--- src/hdl/buf_rd_settings.svh ---
`ifndef BUF_RD_SETTINGS_SVH
`define BUF_RD_SETTINGS_SVH

// segment index width, 16 segments
`define BUF_SEG_AW 4

// word offset inside a segment, 8 words
`define SEG_OFF_W 3

// flow id width, 4 flows
`define FLOWS_W 2
`define NUM_FLOWS (1 << `FLOWS_W)

// descriptor queue depth per flow
`define FIFO_DEPTH_W 4
`define FIFO_DEPTH (1 << `FIFO_DEPTH_W)

`endif

--- src/hdl/buf_rd_pkg.sv ---
`include "buf_rd_settings.svh"
`default_nettype none

package buf_rd_pkg;

	// segment index into the packet buffer
	typedef logic [`BUF_SEG_AW-1:0] seg_idx_t;

	// word offset inside one segment
	typedef logic [`SEG_OFF_W-1:0] seg_off_t;

	typedef logic [`FLOWS_W-1:0] flow_id_t;

	// one bit per flow, for empty flags and pops
	typedef logic [`NUM_FLOWS-1:0] flow_vec_t;

	// descriptor layout, msb down
	// last-of-packet, end offset, segment index
	typedef logic [`BUF_SEG_AW+`SEG_OFF_W:0] ptr_entry_t;

	// read address is segment then word offset
	typedef logic [`BUF_SEG_AW+`SEG_OFF_W-1:0] buf_addr_t;

	typedef enum logic [1:0] {walk_idle, walk_busy, walk_wait} walk_state_t;

endpackage

`default_nettype wire

--- src/hdl/buf_rd_top.sv ---
`include "buf_rd_settings.svh"
`default_nettype none

module buf_rd_top (
	 input  logic                   clk
	,input  logic                   rstn
	,input  buf_rd_pkg::ptr_entry_t used_pointer
	,input  logic                   used_pointer_valid
	,input  buf_rd_pkg::flow_id_t   used_pointer_flow
	,input  logic                   s_rready
	,output logic                   s_rvalid
	,output buf_rd_pkg::buf_addr_t  b_raddr
	,output buf_rd_pkg::seg_idx_t   freed_pointer
	,output logic                   freed_pointer_valid
);

	import buf_rd_pkg::*;

	flow_vec_t  flow_empty;
	flow_vec_t  fifo_pop;
	// head descriptor of every flow queue
	ptr_entry_t head [`NUM_FLOWS];

	logic       grant_valid;
	flow_id_t   grant_flow;
	logic       pkt_start;

	// one descriptor queue per flow on a shared write bus
	for (genvar i = 0; i < `NUM_FLOWS; i++) begin : g_flow
		flow_ptr_fifo #(
			.FLOW_ID (flow_id_t'(i))
		) i_flow_ptr_fifo (
			 .clk      (clk)
			,.rstn     (rstn)
			,.wr_valid (used_pointer_valid)
			,.wr_flow  (used_pointer_flow)
			,.wr_entry (used_pointer)
			,.pop      (fifo_pop[i])
			,.head     (head[i])
			,.empty    (flow_empty[i])
		);
	end

	// picks the flow for the next packet
	flow_rr_sel i_flow_rr_sel (
		 .clk         (clk)
		,.rstn        (rstn)
		,.flow_empty  (flow_empty)
		,.pkt_start   (pkt_start)
		,.grant_valid (grant_valid)
		,.grant_flow  (grant_flow)
	);

	seg_walker i_seg_walker (
		 .clk                 (clk)
		,.rstn                (rstn)
		,.s_rready            (s_rready)
		,.flow_empty          (flow_empty)
		,.head                (head)
		,.grant_valid         (grant_valid)
		,.grant_flow          (grant_flow)
		,.pkt_start           (pkt_start)
		,.fifo_pop            (fifo_pop)
		,.b_raddr             (b_raddr)
		,.s_rvalid            (s_rvalid)
		,.freed_pointer       (freed_pointer)
		,.freed_pointer_valid (freed_pointer_valid)
	);

endmodule

`default_nettype wire

--- src/hdl/flow_ptr_fifo.sv ---
`include "buf_rd_settings.svh"
`default_nettype none

module flow_ptr_fifo #(
	parameter buf_rd_pkg::flow_id_t FLOW_ID = '0
)(
	 input  logic                   clk
	,input  logic                   rstn
	,input  logic                   wr_valid
	,input  buf_rd_pkg::flow_id_t   wr_flow
	,input  buf_rd_pkg::ptr_entry_t wr_entry
	,input  logic                   pop
	,output buf_rd_pkg::ptr_entry_t head
	,output logic                   empty
);

	import buf_rd_pkg::*;

	// descriptor storage, no reset needed
	ptr_entry_t mem [`FIFO_DEPTH];

	logic [`FIFO_DEPTH_W-1:0] wr_ptr;
	logic [`FIFO_DEPTH_W-1:0] rd_ptr;
	// one extra bit so a full queue is representable
	logic [`FIFO_DEPTH_W:0]   count;
	logic                     wr_en;

	// shared write bus, keep only our own flow
	assign wr_en = wr_valid && (wr_flow == FLOW_ID);

	always_ff @(posedge clk) begin
		if (wr_en) begin
			mem[wr_ptr] <= wr_entry;
		end
	end

	always_ff @(posedge clk) begin
		if (!rstn) begin
			wr_ptr <= '0;
			rd_ptr <= '0;
			count  <= '0;
		end else begin
			if (wr_en) begin
				wr_ptr <= wr_ptr + 1'b1;
			end
			if (pop) begin
				rd_ptr <= rd_ptr + 1'b1;
			end
			// occupancy only moves when exactly one side is active
			case ({wr_en, pop})
				2'b10:   count <= count + 1'b1;
				2'b01:   count <= count - 1'b1;
				default: count <= count;
			endcase
		end
	end

	// first-word-fall-through, oldest entry always on head
	assign head  = mem[rd_ptr];
	assign empty = (count == '0);

endmodule

`default_nettype wire

--- src/hdl/flow_rr_sel.sv ---
`include "buf_rd_settings.svh"
`default_nettype none

module flow_rr_sel (
	 input  logic                  clk
	,input  logic                  rstn
	,input  buf_rd_pkg::flow_vec_t flow_empty
	,input  logic                  pkt_start
	,output logic                  grant_valid
	,output buf_rd_pkg::flow_id_t  grant_flow
);

	import buf_rd_pkg::*;

	// first flow to look at on the next search
	flow_id_t rr_next;

	// search from rr_next upward with wraparound
	// loop runs backwards so the nearest candidate wins
	always_comb begin
		flow_id_t cand;
		grant_valid = 1'b0;
		grant_flow  = rr_next;
		cand        = rr_next;
		for (int k = `NUM_FLOWS - 1; k >= 0; k--) begin
			// flow id width makes the sum wrap on its own
			cand = rr_next + flow_id_t'(k);
			if (!flow_empty[cand]) begin
				grant_valid = 1'b1;
				grant_flow  = cand;
			end
		end
	end

	// move past the flow that just started a packet
	always_ff @(posedge clk) begin
		if (!rstn) begin
			rr_next <= '0;
		end else if (pkt_start) begin
			rr_next <= grant_flow + 1'b1;
		end
	end

endmodule

`default_nettype wire

--- src/hdl/seg_walker.sv ---
`include "buf_rd_settings.svh"
`default_nettype none

module seg_walker (
	 input  logic                   clk
	,input  logic                   rstn
	,input  logic                   s_rready
	,input  buf_rd_pkg::flow_vec_t  flow_empty
	,input  buf_rd_pkg::ptr_entry_t head [`NUM_FLOWS]
	,input  logic                   grant_valid
	,input  buf_rd_pkg::flow_id_t   grant_flow
	,output logic                   pkt_start
	,output buf_rd_pkg::flow_vec_t  fifo_pop
	,output buf_rd_pkg::buf_addr_t  b_raddr
	,output logic                   s_rvalid
	,output buf_rd_pkg::seg_idx_t   freed_pointer
	,output logic                   freed_pointer_valid
);

	import buf_rd_pkg::*;

	walk_state_t state;
	flow_id_t    cur_flow;
	ptr_entry_t  cur_entry;
	// offset of the word currently on b_raddr
	seg_off_t    loc;
	seg_off_t    loc_next;

	// fields of the active descriptor
	logic        cur_last;
	seg_off_t    cur_end;
	seg_idx_t    cur_seg;
	logic        seg_end;

	// descriptor load, from idle or when chaining segments
	logic        load_en;
	flow_id_t    load_flow;
	ptr_entry_t  next_entry;

	assign cur_last = cur_entry[`BUF_SEG_AW+`SEG_OFF_W];
	assign cur_end  = cur_entry[`BUF_SEG_AW +: `SEG_OFF_W];
	assign cur_seg  = cur_entry[`BUF_SEG_AW-1:0];
	assign seg_end  = (loc == cur_end);
	assign loc_next = loc + 1'b1;

	// pop and start decisions, all frozen by back-pressure
	always_comb begin
		load_en   = 1'b0;
		load_flow = cur_flow;
		pkt_start = 1'b0;
		fifo_pop  = '0;
		if (s_rready) begin
			case (state)
				walk_idle: begin
					if (grant_valid) begin
						load_en   = 1'b1;
						load_flow = grant_flow;
						pkt_start = 1'b1;
					end
				end
				// next segment of the same packet, no gap
				walk_busy: load_en = seg_end && !cur_last && !flow_empty[cur_flow];
				walk_wait: load_en = !flow_empty[cur_flow];
				default:   load_en = 1'b0;
			endcase
		end
		if (load_en) begin
			fifo_pop[load_flow] = 1'b1;
		end
	end

	assign next_entry = head[load_flow];

	always_ff @(posedge clk) begin
		if (!rstn) begin
			state               <= walk_idle;
			cur_flow            <= '0;
			loc                 <= '0;
			s_rvalid            <= 1'b0;
			freed_pointer_valid <= 1'b0;
		end else begin
			// single cycle pulse
			freed_pointer_valid <= 1'b0;
			if (s_rready) begin
				// last word of the segment is taken on this edge
				if (state == walk_busy && seg_end) begin
					freed_pointer_valid <= 1'b1;
				end
				if (load_en) begin
					state    <= walk_busy;
					cur_flow <= load_flow;
					loc      <= '0;
					s_rvalid <= 1'b1;
				end else begin
					case (state)
						walk_busy: begin
							if (!seg_end) begin
								loc      <= loc_next;
								s_rvalid <= 1'b1;
							end else if (cur_last) begin
								state    <= walk_idle;
								s_rvalid <= 1'b0;
							end else begin
								// rest of the packet not queued yet
								state    <= walk_wait;
								s_rvalid <= 1'b0;
							end
						end
						walk_idle: s_rvalid <= 1'b0;
						walk_wait: s_rvalid <= 1'b0;
						default: begin
							state    <= walk_idle;
							s_rvalid <= 1'b0;
						end
					endcase
				end
			end
		end
	end

	// descriptor, address and freed segment
	always_ff @(posedge clk) begin
		if (s_rready) begin
			if (load_en) begin
				cur_entry <= next_entry;
				b_raddr   <= {next_entry[`BUF_SEG_AW-1:0], {`SEG_OFF_W{1'b0}}};
			end else if (state == walk_busy && !seg_end) begin
				b_raddr <= {cur_seg, loc_next};
			end
			if (state == walk_busy && seg_end) begin
				freed_pointer <= cur_seg;
			end
		end
	end

endmodule

`default_nettype wire

--- config.mk ---
export PLATFORM = sky130hd
export DESIGN_NAME = buf_rd_top
export DESIGN_NICKNAME = d
export VERILOG_FILES = /design/src/hdl/buf_rd_pkg.sv /design/src/hdl/buf_rd_top.sv /design/src/hdl/flow_ptr_fifo.sv /design/src/hdl/flow_rr_sel.sv /design/src/hdl/seg_walker.sv
export VERILOG_INCLUDE_DIRS = /design/src /design/src/hdl
export SDC_FILE = /design/constraint.sdc
export NUM_CORES = 1
export LEC_CHECK = 0
export BUFFER_PORTS_ARGS = -buffer_cell sky130_fd_sc_hd__buf_2
export CAP_MARGIN = 20
export CORE_MARGIN = 2
export CORE_UTILIZATION = 59
export CTS_BUF_LIST = sky130_fd_sc_hd__clkbuf_4
export CTS_CLUSTER_DIAMETER = 50
export DETAILED_ROUTE_END_ITERATION = 12
export PLACE_DENSITY = 0.8
export SLEW_MARGIN = 30
export SYNTH_ARGS = -nofsm -noshare
export SYNTH_HDL_FRONTEND = slang
export SYNTH_HIERARCHICAL = 1
export SYNTH_SLANG_ARGS = --single-unit
export TNS_END_PERCENT = 20
--- constraint.sdc ---
create_clock -name clk -period 4.1 [get_ports clk]
set_clock_uncertainty 0.2 [all_clocks]
set_input_delay 0.82 -clock clk [delete_from_list [all_inputs] [get_ports clk]]
set_output_delay 0.82 -clock clk [all_outputs]
set_load 0.005 [all_outputs]
### After elaboration in Yosys (flattened, before gate mapping)

Memory sizes are Yosys's and may differ from the RTL's. A register that Yosys moved wholly into a read port is not among the register bits.
Cells that the tools add are included.

* add/sub/neg operators: 21
* multipliers: 0
* div/mod/pow operators: 0
* order comparisons: 8
* equal/unequal tests: 17
* shift-type cells: 0
* multiplexer cells: 65
* bitwise operators: 1
* reduce and logical (&&, ||, !) cells: 31

Operator list (count)
* 5-bit one-hot mux with 2 select lines: 4
* 4-bit 2-to-1 mux: 9
* 4-bit by 1-bit adder with 4-bit output, second input constant: 8
* 1-bit 2-to-1 mux: 26
* 5-bit by 1-bit adder with 5-bit output, second input constant: 4
* 5-bit zero test: 4
* 2-bit 2-to-1 mux: 10
* 5-bit by 1-bit subtractor with 5-bit output, second input constant: 4
* 2-bit by 3-bit < comparator with 1-bit output, second input constant: 6
* 8-bit binary-select mux with 2-bit select: 1
* 8-bit 2-to-1 mux: 2
* 2-bit equality test, second input constant: 7
* 7-bit 2-to-1 mux: 2
* 2-bit by 1-bit equality test with 1-bit output, second input constant: 6
* 2-bit nonzero test: 6
* 1-bit binary-select mux with 2-bit select: 5
* 1-bit logical AND: 9
* 3-bit 2-to-1 mux: 3
* 2-bit AND reduction: 4
* 3-bit AND reduction: 2
* 2-bit by 1-bit adder with 2-bit output, second input constant: 2
* 2-bit adder, second input constant: 2
* 2-bit zero test: 2
* 2-bit one-hot mux with 2 select lines: 1
* 12 further kinds: 14

* register bits: 82
* latch bits: 0
* RAM bits: 512
* bits in read-only memories: 0
* input bits: 14
* output and inout bits: 13
* logic and storage cells: 169
* memories: 4

Memory list
* g_flow[0].i_flow_ptr_fifo.mem: depth 16, width 8, rd ports 1, clocked after memory_dff 1, write ports 1, RTL line flow_ptr_fifo.sv:20 `` ptr_entry_t mem [`FIFO_DEPTH]; ``
* g_flow[1].i_flow_ptr_fifo.mem: depth 16, width 8, rd ports 1, clocked after memory_dff 1, write ports 1, RTL line flow_ptr_fifo.sv:20
* g_flow[2].i_flow_ptr_fifo.mem: depth 16, width 8, rd ports 1, clocked after memory_dff 1, write ports 1, RTL line flow_ptr_fifo.sv:20
* g_flow[3].i_flow_ptr_fifo.mem: depth 16, width 8, rd ports 1, clocked after memory_dff 1, write ports 1, RTL line flow_ptr_fifo.sv:20

### Logic depth before layout (Yosys ltp)

* depth in word-level cells: 17
* gate-level depth with buffers: 17
* depth with buffers taken out: 15

### By module

Netlist, hierarchy kept.

Modules (own cells, without submodules)
* flow_ptr_fifo at g_flow[1].i_flow_ptr_fifo: times used 1, cells an instance 311, area an instance 5908.2 um^2, seq. area each 4184.0 um^2
* flow_ptr_fifo at g_flow[0].i_flow_ptr_fifo: times used 1, cells an instance 316, area an instance 5894.4 um^2, seq. area each 4184.0 um^2
* flow_ptr_fifo at g_flow[3].i_flow_ptr_fifo: times used 1, cells an instance 314, area an instance 5878.1 um^2, seq. area each 4184.0 um^2
* flow_ptr_fifo at g_flow[2].i_flow_ptr_fifo: times used 1, cells an instance 316, area an instance 5794.3 um^2, seq. area each 4184.0 um^2
* seg_walker: times used 1, cells an instance 110, area an instance 1487.7 um^2, seq. area each 750.7 um^2
* flow_rr_sel: times used 1, cells an instance 30, area an instance 231.5 um^2, seq. area each 40.0 um^2

### Least setup slack after synthesis

OpenSTA, ideal clock, no wires.

* path type: flip-flop to flip-flop
* start point: register g_flow[3].i_flow_ptr_fifo.count[1]
* end point: register g_flow[2].i_flow_ptr_fifo.count[4]
* setup time: 0.134 ns
* data arrival time: 4.209 ns
* required time: 3.766 ns
* slack: -0.444 ns
* cell stages (with the launch flop): 16
* buffers on the path: 2
* clock period less this slack: 4.544 ns
* path through: dfxtp_1 -> or4_1 -> nor2_1 -> nand4_1 -> and4bb_4 -> mux2i_4 -> buf_2 -> and3b_1 -> ha_1 -> buf_6 -> xor2_1 -> ha_1 -> a21o_2 -> o311ai_2 -> nor3_2 -> or4b_1

* word-level cells in the longest chain between the ends: 17
* elaborated cells between the ends (all ways): 37
* those cells by class: 2 x order compare; 2 x eq/ne; 28 x mux; 5 x reduce/logical

Ends and longest elaborated chain
* from (decl): RTL line flow_ptr_fifo.sv:25 `` logic [`FIFO_DEPTH_W:0] count; ``
* from (signal assigned): RTL line flow_ptr_fifo.sv:51 `2'b10: count <= count + 1'b1;`
* from (signal assigned): RTL line flow_ptr_fifo.sv:52 `2'b01: count <= count - 1'b1;`
* from (signal assigned): RTL line flow_ptr_fifo.sv:53 `default: count <= count;`
* 5-bit zero test *: RTL line flow_ptr_fifo.sv:60 `assign empty = (count == '0);`
* named net flow_empty[3]: RTL line buf_rd_top.sv:19 `flow_vec_t flow_empty;`
* 1-bit binary-select mux with 2-bit select: RTL line flow_rr_sel.sv:28 `if (!flow_empty[cand]) begin`
* 1-bit 2-to-1 mux (not written as such): RTL line flow_rr_sel.sv:28
* 1-bit 2-to-1 mux (3 in series): RTL line flow_rr_sel.sv:28
* 1-bit 2-to-1 mux *: RTL line flow_rr_sel.sv:28
* named net grant_valid: RTL line buf_rd_top.sv:24 `logic grant_valid;`
* 2-bit 2-to-1 mux: RTL line seg_walker.sv:55 `if (grant_valid) begin`
* [... 2 more ...]
* 2-bit by 3-bit < comparator with 1-bit output (not written as such) / 2-bit by 1-bit greater-or-equal comparator with 1-bit output (equally long branches): RTL line seg_walker.sv:68 `fifo_pop[load_flow] = 1'b1;`
* 1-bit logical AND (not written as such): RTL line seg_walker.sv:68
* 1-bit 2-to-1 mux (not written as such): RTL line seg_walker.sv:68
* 1-bit demux with 2-bit select
* 4-bit 2-to-1 mux *: RTL line seg_walker.sv:67 `if (load_en) begin`
* named net fifo_pop[2]: RTL line buf_rd_top.sv:20 `flow_vec_t fifo_pop;`
* 2-bit by 1-bit equality test with 1-bit output / 2-bit equality test (equally long branches): RTL line flow_ptr_fifo.sv:50 `case ({wr_en, pop})`
* 5-bit one-hot mux with 2 select lines / 2-bit nonzero test (equally long branches)
* to (signal assigned): RTL line flow_ptr_fifo.sv:51
* to (signal assigned): RTL line flow_ptr_fifo.sv:52
* to (signal assigned): RTL line flow_ptr_fifo.sv:53
* to (decl): RTL line flow_ptr_fifo.sv:25

Mark *: on every way through the listed nets, which the timed path passes. The rest lies on a longest branch. The select of a mux whose other input is x is not followed.
A chain may end at the register's enable or synchronous reset.

### Final worst setup path

* start point: register g_flow[2].i_flow_ptr_fifo.count[3]
* end point: register g_flow[1].i_flow_ptr_fifo.count[4]

* word-level cells in the longest chain between the ends: 17
* elaborated cells between the ends (all ways): 37
* those cells by class: 2 x order compare; 2 x eq/ne; 28 x mux; 5 x reduce/logical

Ends and longest elaborated chain (RTL line)
* 5-bit zero test *: flow_ptr_fifo.sv:60
* named net flow_empty[2]: buf_rd_top.sv:19
* 1-bit binary-select mux with 2-bit select: flow_rr_sel.sv:28
* 1-bit 2-to-1 mux (not written as such): flow_rr_sel.sv:28
* 1-bit 2-to-1 mux (3 in series): flow_rr_sel.sv:28
* 1-bit 2-to-1 mux *: flow_rr_sel.sv:28
* named net grant_valid: buf_rd_top.sv:24
* 2-bit 2-to-1 mux: seg_walker.sv:55
* [... 2 more ...]
* 2-bit by 3-bit < comparator with 1-bit output (not written as such) / 2-bit by 1-bit greater-or-equal comparator with 1-bit output (equally long branches): seg_walker.sv:68
* 1-bit logical AND (not written as such): seg_walker.sv:68
* 1-bit 2-to-1 mux (not written as such): seg_walker.sv:68
* 1-bit demux with 2-bit select
* 4-bit 2-to-1 mux *: seg_walker.sv:67
* named net fifo_pop[1]: buf_rd_top.sv:20
* 2-bit by 1-bit equality test with 1-bit output / 2-bit equality test (equally long branches): flow_ptr_fifo.sv:50
* 5-bit one-hot mux with 2 select lines / 2-bit nonzero test (equally long branches)
* to (signal assigned): flow_ptr_fifo.sv:51
* to (signal assigned): flow_ptr_fifo.sv:52
* to (signal assigned): flow_ptr_fifo.sv:53
* to (decl): flow_ptr_fifo.sv:25

Marked as above.

==> qor.yml <==
status: "finished clean"
drtPass1Iterations: 5
cp_cell_sequence: "or4_4 -> nor2_4 -> nand4_1 -> nand2b_1 -> nor2_1 -> o311a_1 -> buf_4 -> and3b_1 -> ha_1 -> ha_1 -> nor3b_2 -> a221oi_2 -> or4b_1 -> nand4_1"
power.density_nw_per_um2: 515
clockBufferDepth: 3
via_count: 13600
clock_latency_ps: 890
grt_pass1_vias: 13700
worst_pin_slew_ps: 911
synth_edf_count: 531
coreArea_um2: 42000
vias_per_cell: 6.08
slew_viol_final: 0
tritoncts: "yes"
ys_ff_latch: 610
initial_core_util: 0.599
ys.flop_type: "edfxtp_1"
synthTopCellsByArea: "edfxtp_1 (63%), mux4_2 (7.6%), dfxtp_1 (6.3%), mux4_1 (5.0%), a22oi_1 (1.9%)"
rsz0062_at_grt: "yes"
die_y_um: 211
dieArea_um2: 44400
syn_to_final_growth_pct: 12.0
avgSynthCellArea_um2: 18.0
reg2reg_slack_ps: 80
max-slew-margin-rel: 0.393
synth.distinct_cells: 73
hpwlAfterDp_mm: 30.5
htree_levels: 4
yosys.area.top_type: "edfxtp_1"
layout-drive-gt1-share: 0.266
cts_made_buffers: 149
ant_nets: 0
peakVddDrop_uv: 367
finalCritPeriodShare: 0.981
synth_nets: 1448
cp.arrival_ps: 4640
cts_root_buf: "clkbuf_4"
start_kind: "register"
hold_viol: 0
cp.required_ps: 4710
synth.cell_area_um2: 25200
wl_mm: 50.0
layout_common_cells: "edfxtp_1 (531), clkbuf_4 (210), mux4_2 (85)"
setup_viol: 0
hold_end: "i_seg_walker/state[0]"
yosys_warnings: 6
grt_overflow: 0
final.min_clock_period_ps: 4020
fp.dieW_um: 211
whs_path_depth: 3
cpLargestDelayFamily: "simple AND/OR/NAND/NOR gates"
reg2reg_from: "g_flow[2].i_flow_ptr_fifo/count[3]"
initialDrtViolationCount: 1253
max_stage_delay_ps: 570
nNetsFinal: 1622
clk_pin_slew_ps: 80
reg2reg_depth: 14
grt_use_total: 0.231
critPathSlowestCell: "or4_4"
min-delay-start: "s_rready"
drc: 0
final_common_cell: "edfxtp_1"
routedWlPerCell_um: 22.4
fmaxAchievable_mhz: 249
rr_endpoint: "g_flow[1].i_flow_ptr_fifo/count[4]"
ys_seq_area_frac: 0.696
p_leak_nw: 9.54
async_flop_share: 0
numPortBuffers: 26
grt_pass1_wl_mm: 76.8
min_path_type: "input port to register"
holdWs_ps: 108
fin_util: 0.671
max-cap-violations: 0
io_pins: 27
end_kind: "register"
cp_max_fo: 12
fp-row-count: 75
globalplace.congestion: 0.838
path_buf_inv: 1
synth_cells: 1397
synth_top_area_frac: 0.633
path_class: "register to register"
antenna_found_initial: 2
grt_max_degree: 65
numClockSinks: 610
==> metal layers <==
layer	part of all wire	up-vias	track usage
li1	-	6066	-
met5	0	-	0
met1	0.41	6864	0.312
met3	0.073	96	0.0535
met4	0.024	0	0.0872
met2	0.49	536	0.373
==> what timing repair did <==
| item | 4_1_cts | 5_1_grt |
|---|---|---|
| buffers inserted | 0 | 3 |
| gates resized for setup | 0 | 13 |
| endpoints found under the setup margin | 0 | 7 |
| hold buffers | 0 | 0 |
==> worst reg2reg max path: stages (launching register included) <==
cell,delay (ps)
dfxtp_1,360
or4_4,570
nor2_4,170
nand4_1,180
nand2b_1,150
nor2_1,50
o311a_1,340
buf_4,190
and3b_1,240
ha_1,250
ha_1,350
nor3b_2,270
a221oi_2,90
or4b_1,480
nand4_1,80
==> synthesized netlist by cell type, types with 6 or more instances <==
cell type,n
a21oi_1,9
a22oi_1,65
and2_1,54
buf_1,8
buf_2,12
buf_6,8
clkbuf_1,22
clkdlybuf4s25_2,6
dfxtp_1,79
edfxtp_1,531
ha_1,37
inv_1,18
mux2i_1,23
mux4_1,48
mux4_2,85
nand2_1,68
nand2b_1,12
nand3_1,17
nand3b_1,7
nand4_1,20
nand4b_1,7
nor2_1,60
nor2b_1,25
nor3_1,13
nor3b_1,14
o21ai_0,11
xnor2_1,34
xor2_1,11
==> how the worst max path moves through the flow <==
stage                                                   from                            endpoint  slack (ps)  depth (start not counted)
final                     g_flow[2].i_flow_ptr_fifo/count[3]  g_flow[1].i_flow_ptr_fifo/count[4]          80                         14
after global routing      g_flow[2].i_flow_ptr_fifo/count[3]  g_flow[1].i_flow_ptr_fifo/count[4]        -110                         14
after CTS                 g_flow[2].i_flow_ptr_fifo/count[2]  g_flow[1].i_flow_ptr_fifo/count[4]          10                         15
after detailed placement  g_flow[2].i_flow_ptr_fifo/count[2]  g_flow[1].i_flow_ptr_fifo/count[4]          30                         15
after global placement    g_flow[2].i_flow_ptr_fifo/count[2]  g_flow[3].i_flow_ptr_fifo/count[4]         160                         15
after floorplan           g_flow[2].i_flow_ptr_fifo/count[2]  g_flow[2].i_flow_ptr_fifo/count[4]         -70                         16
==> registers in the layout, summed over array words and instances, names as in the netlist, named ones only <==
register / cells
g_flow.i_flow_ptr_fifo/mem: 512
i_flow_rr_sel/rr_next: 2
i_seg_walker/freed_pointer_valid: 1
g_flow.i_flow_ptr_fifo/rd_ptr: 16
i_seg_walker/loc: 3
i_seg_walker/freed_pointer: 4
i_seg_walker/cur_entry: 8
i_seg_walker/s_rvalid: 1
g_flow.i_flow_ptr_fifo/wr_ptr: 16
i_seg_walker/state: 2
i_seg_walker/cur_flow: 2
i_seg_walker/b_raddr: 7
g_flow.i_flow_ptr_fifo/count: 20
==> cell families (layout without fill, tap and decap cells) <==
logic type               after synthesis  count (layout)  synth area share
adder cells (fa/ha/maj)               37              37            0.0184
other                                  0               1                 0
AO/OA/AOI/OAI                        121             121            0.0360
buffers and inverters                 88             381            0.0214
flip-flops                           610             610             0.696
XOR/XNOR                              45              45            0.0156
multiplexers                         162             162             0.139
AND/OR/NAND/NOR                      334             334            0.0740
==> power by group <==
group | leakage, nW | internal, mW | switching (mW) | total (mW)
clock | 1.14 | 2.70 | 2.37 | 5.07
sequential | 5.43 | 6.95 | 0.237 | 7.19
combinational | 2.97 | 1.13 | 1.13 | 2.26
==> per-stage QoR <==
stage	instances	TNS [ps]	setup WS, ps	power, mW	area (um2)
detailed placement	1956	0	31.2	9.53	26100
finish	2230	0	77.3	14.5	28200
floorplan	1397	-101	-72.5	8.87	25300
global route	2230	-216	-113	15.2	28200
CTS	2226	0	12.0	14.6	28100
global placement	1955	0	157	9.44	26100
==> layout make-up <==
cell class,instances,area (um2)
timing repair buffer,91,687
clock buffer,210,1580
multi-input combinational,699,7260
inverter,20,75.1
sequential,610,17500
tap,539,674
clock inverter,60,407
fill,2750,13800
antenna,1,2.50
No activity file was read; power rests on OpenSTA's default activity.
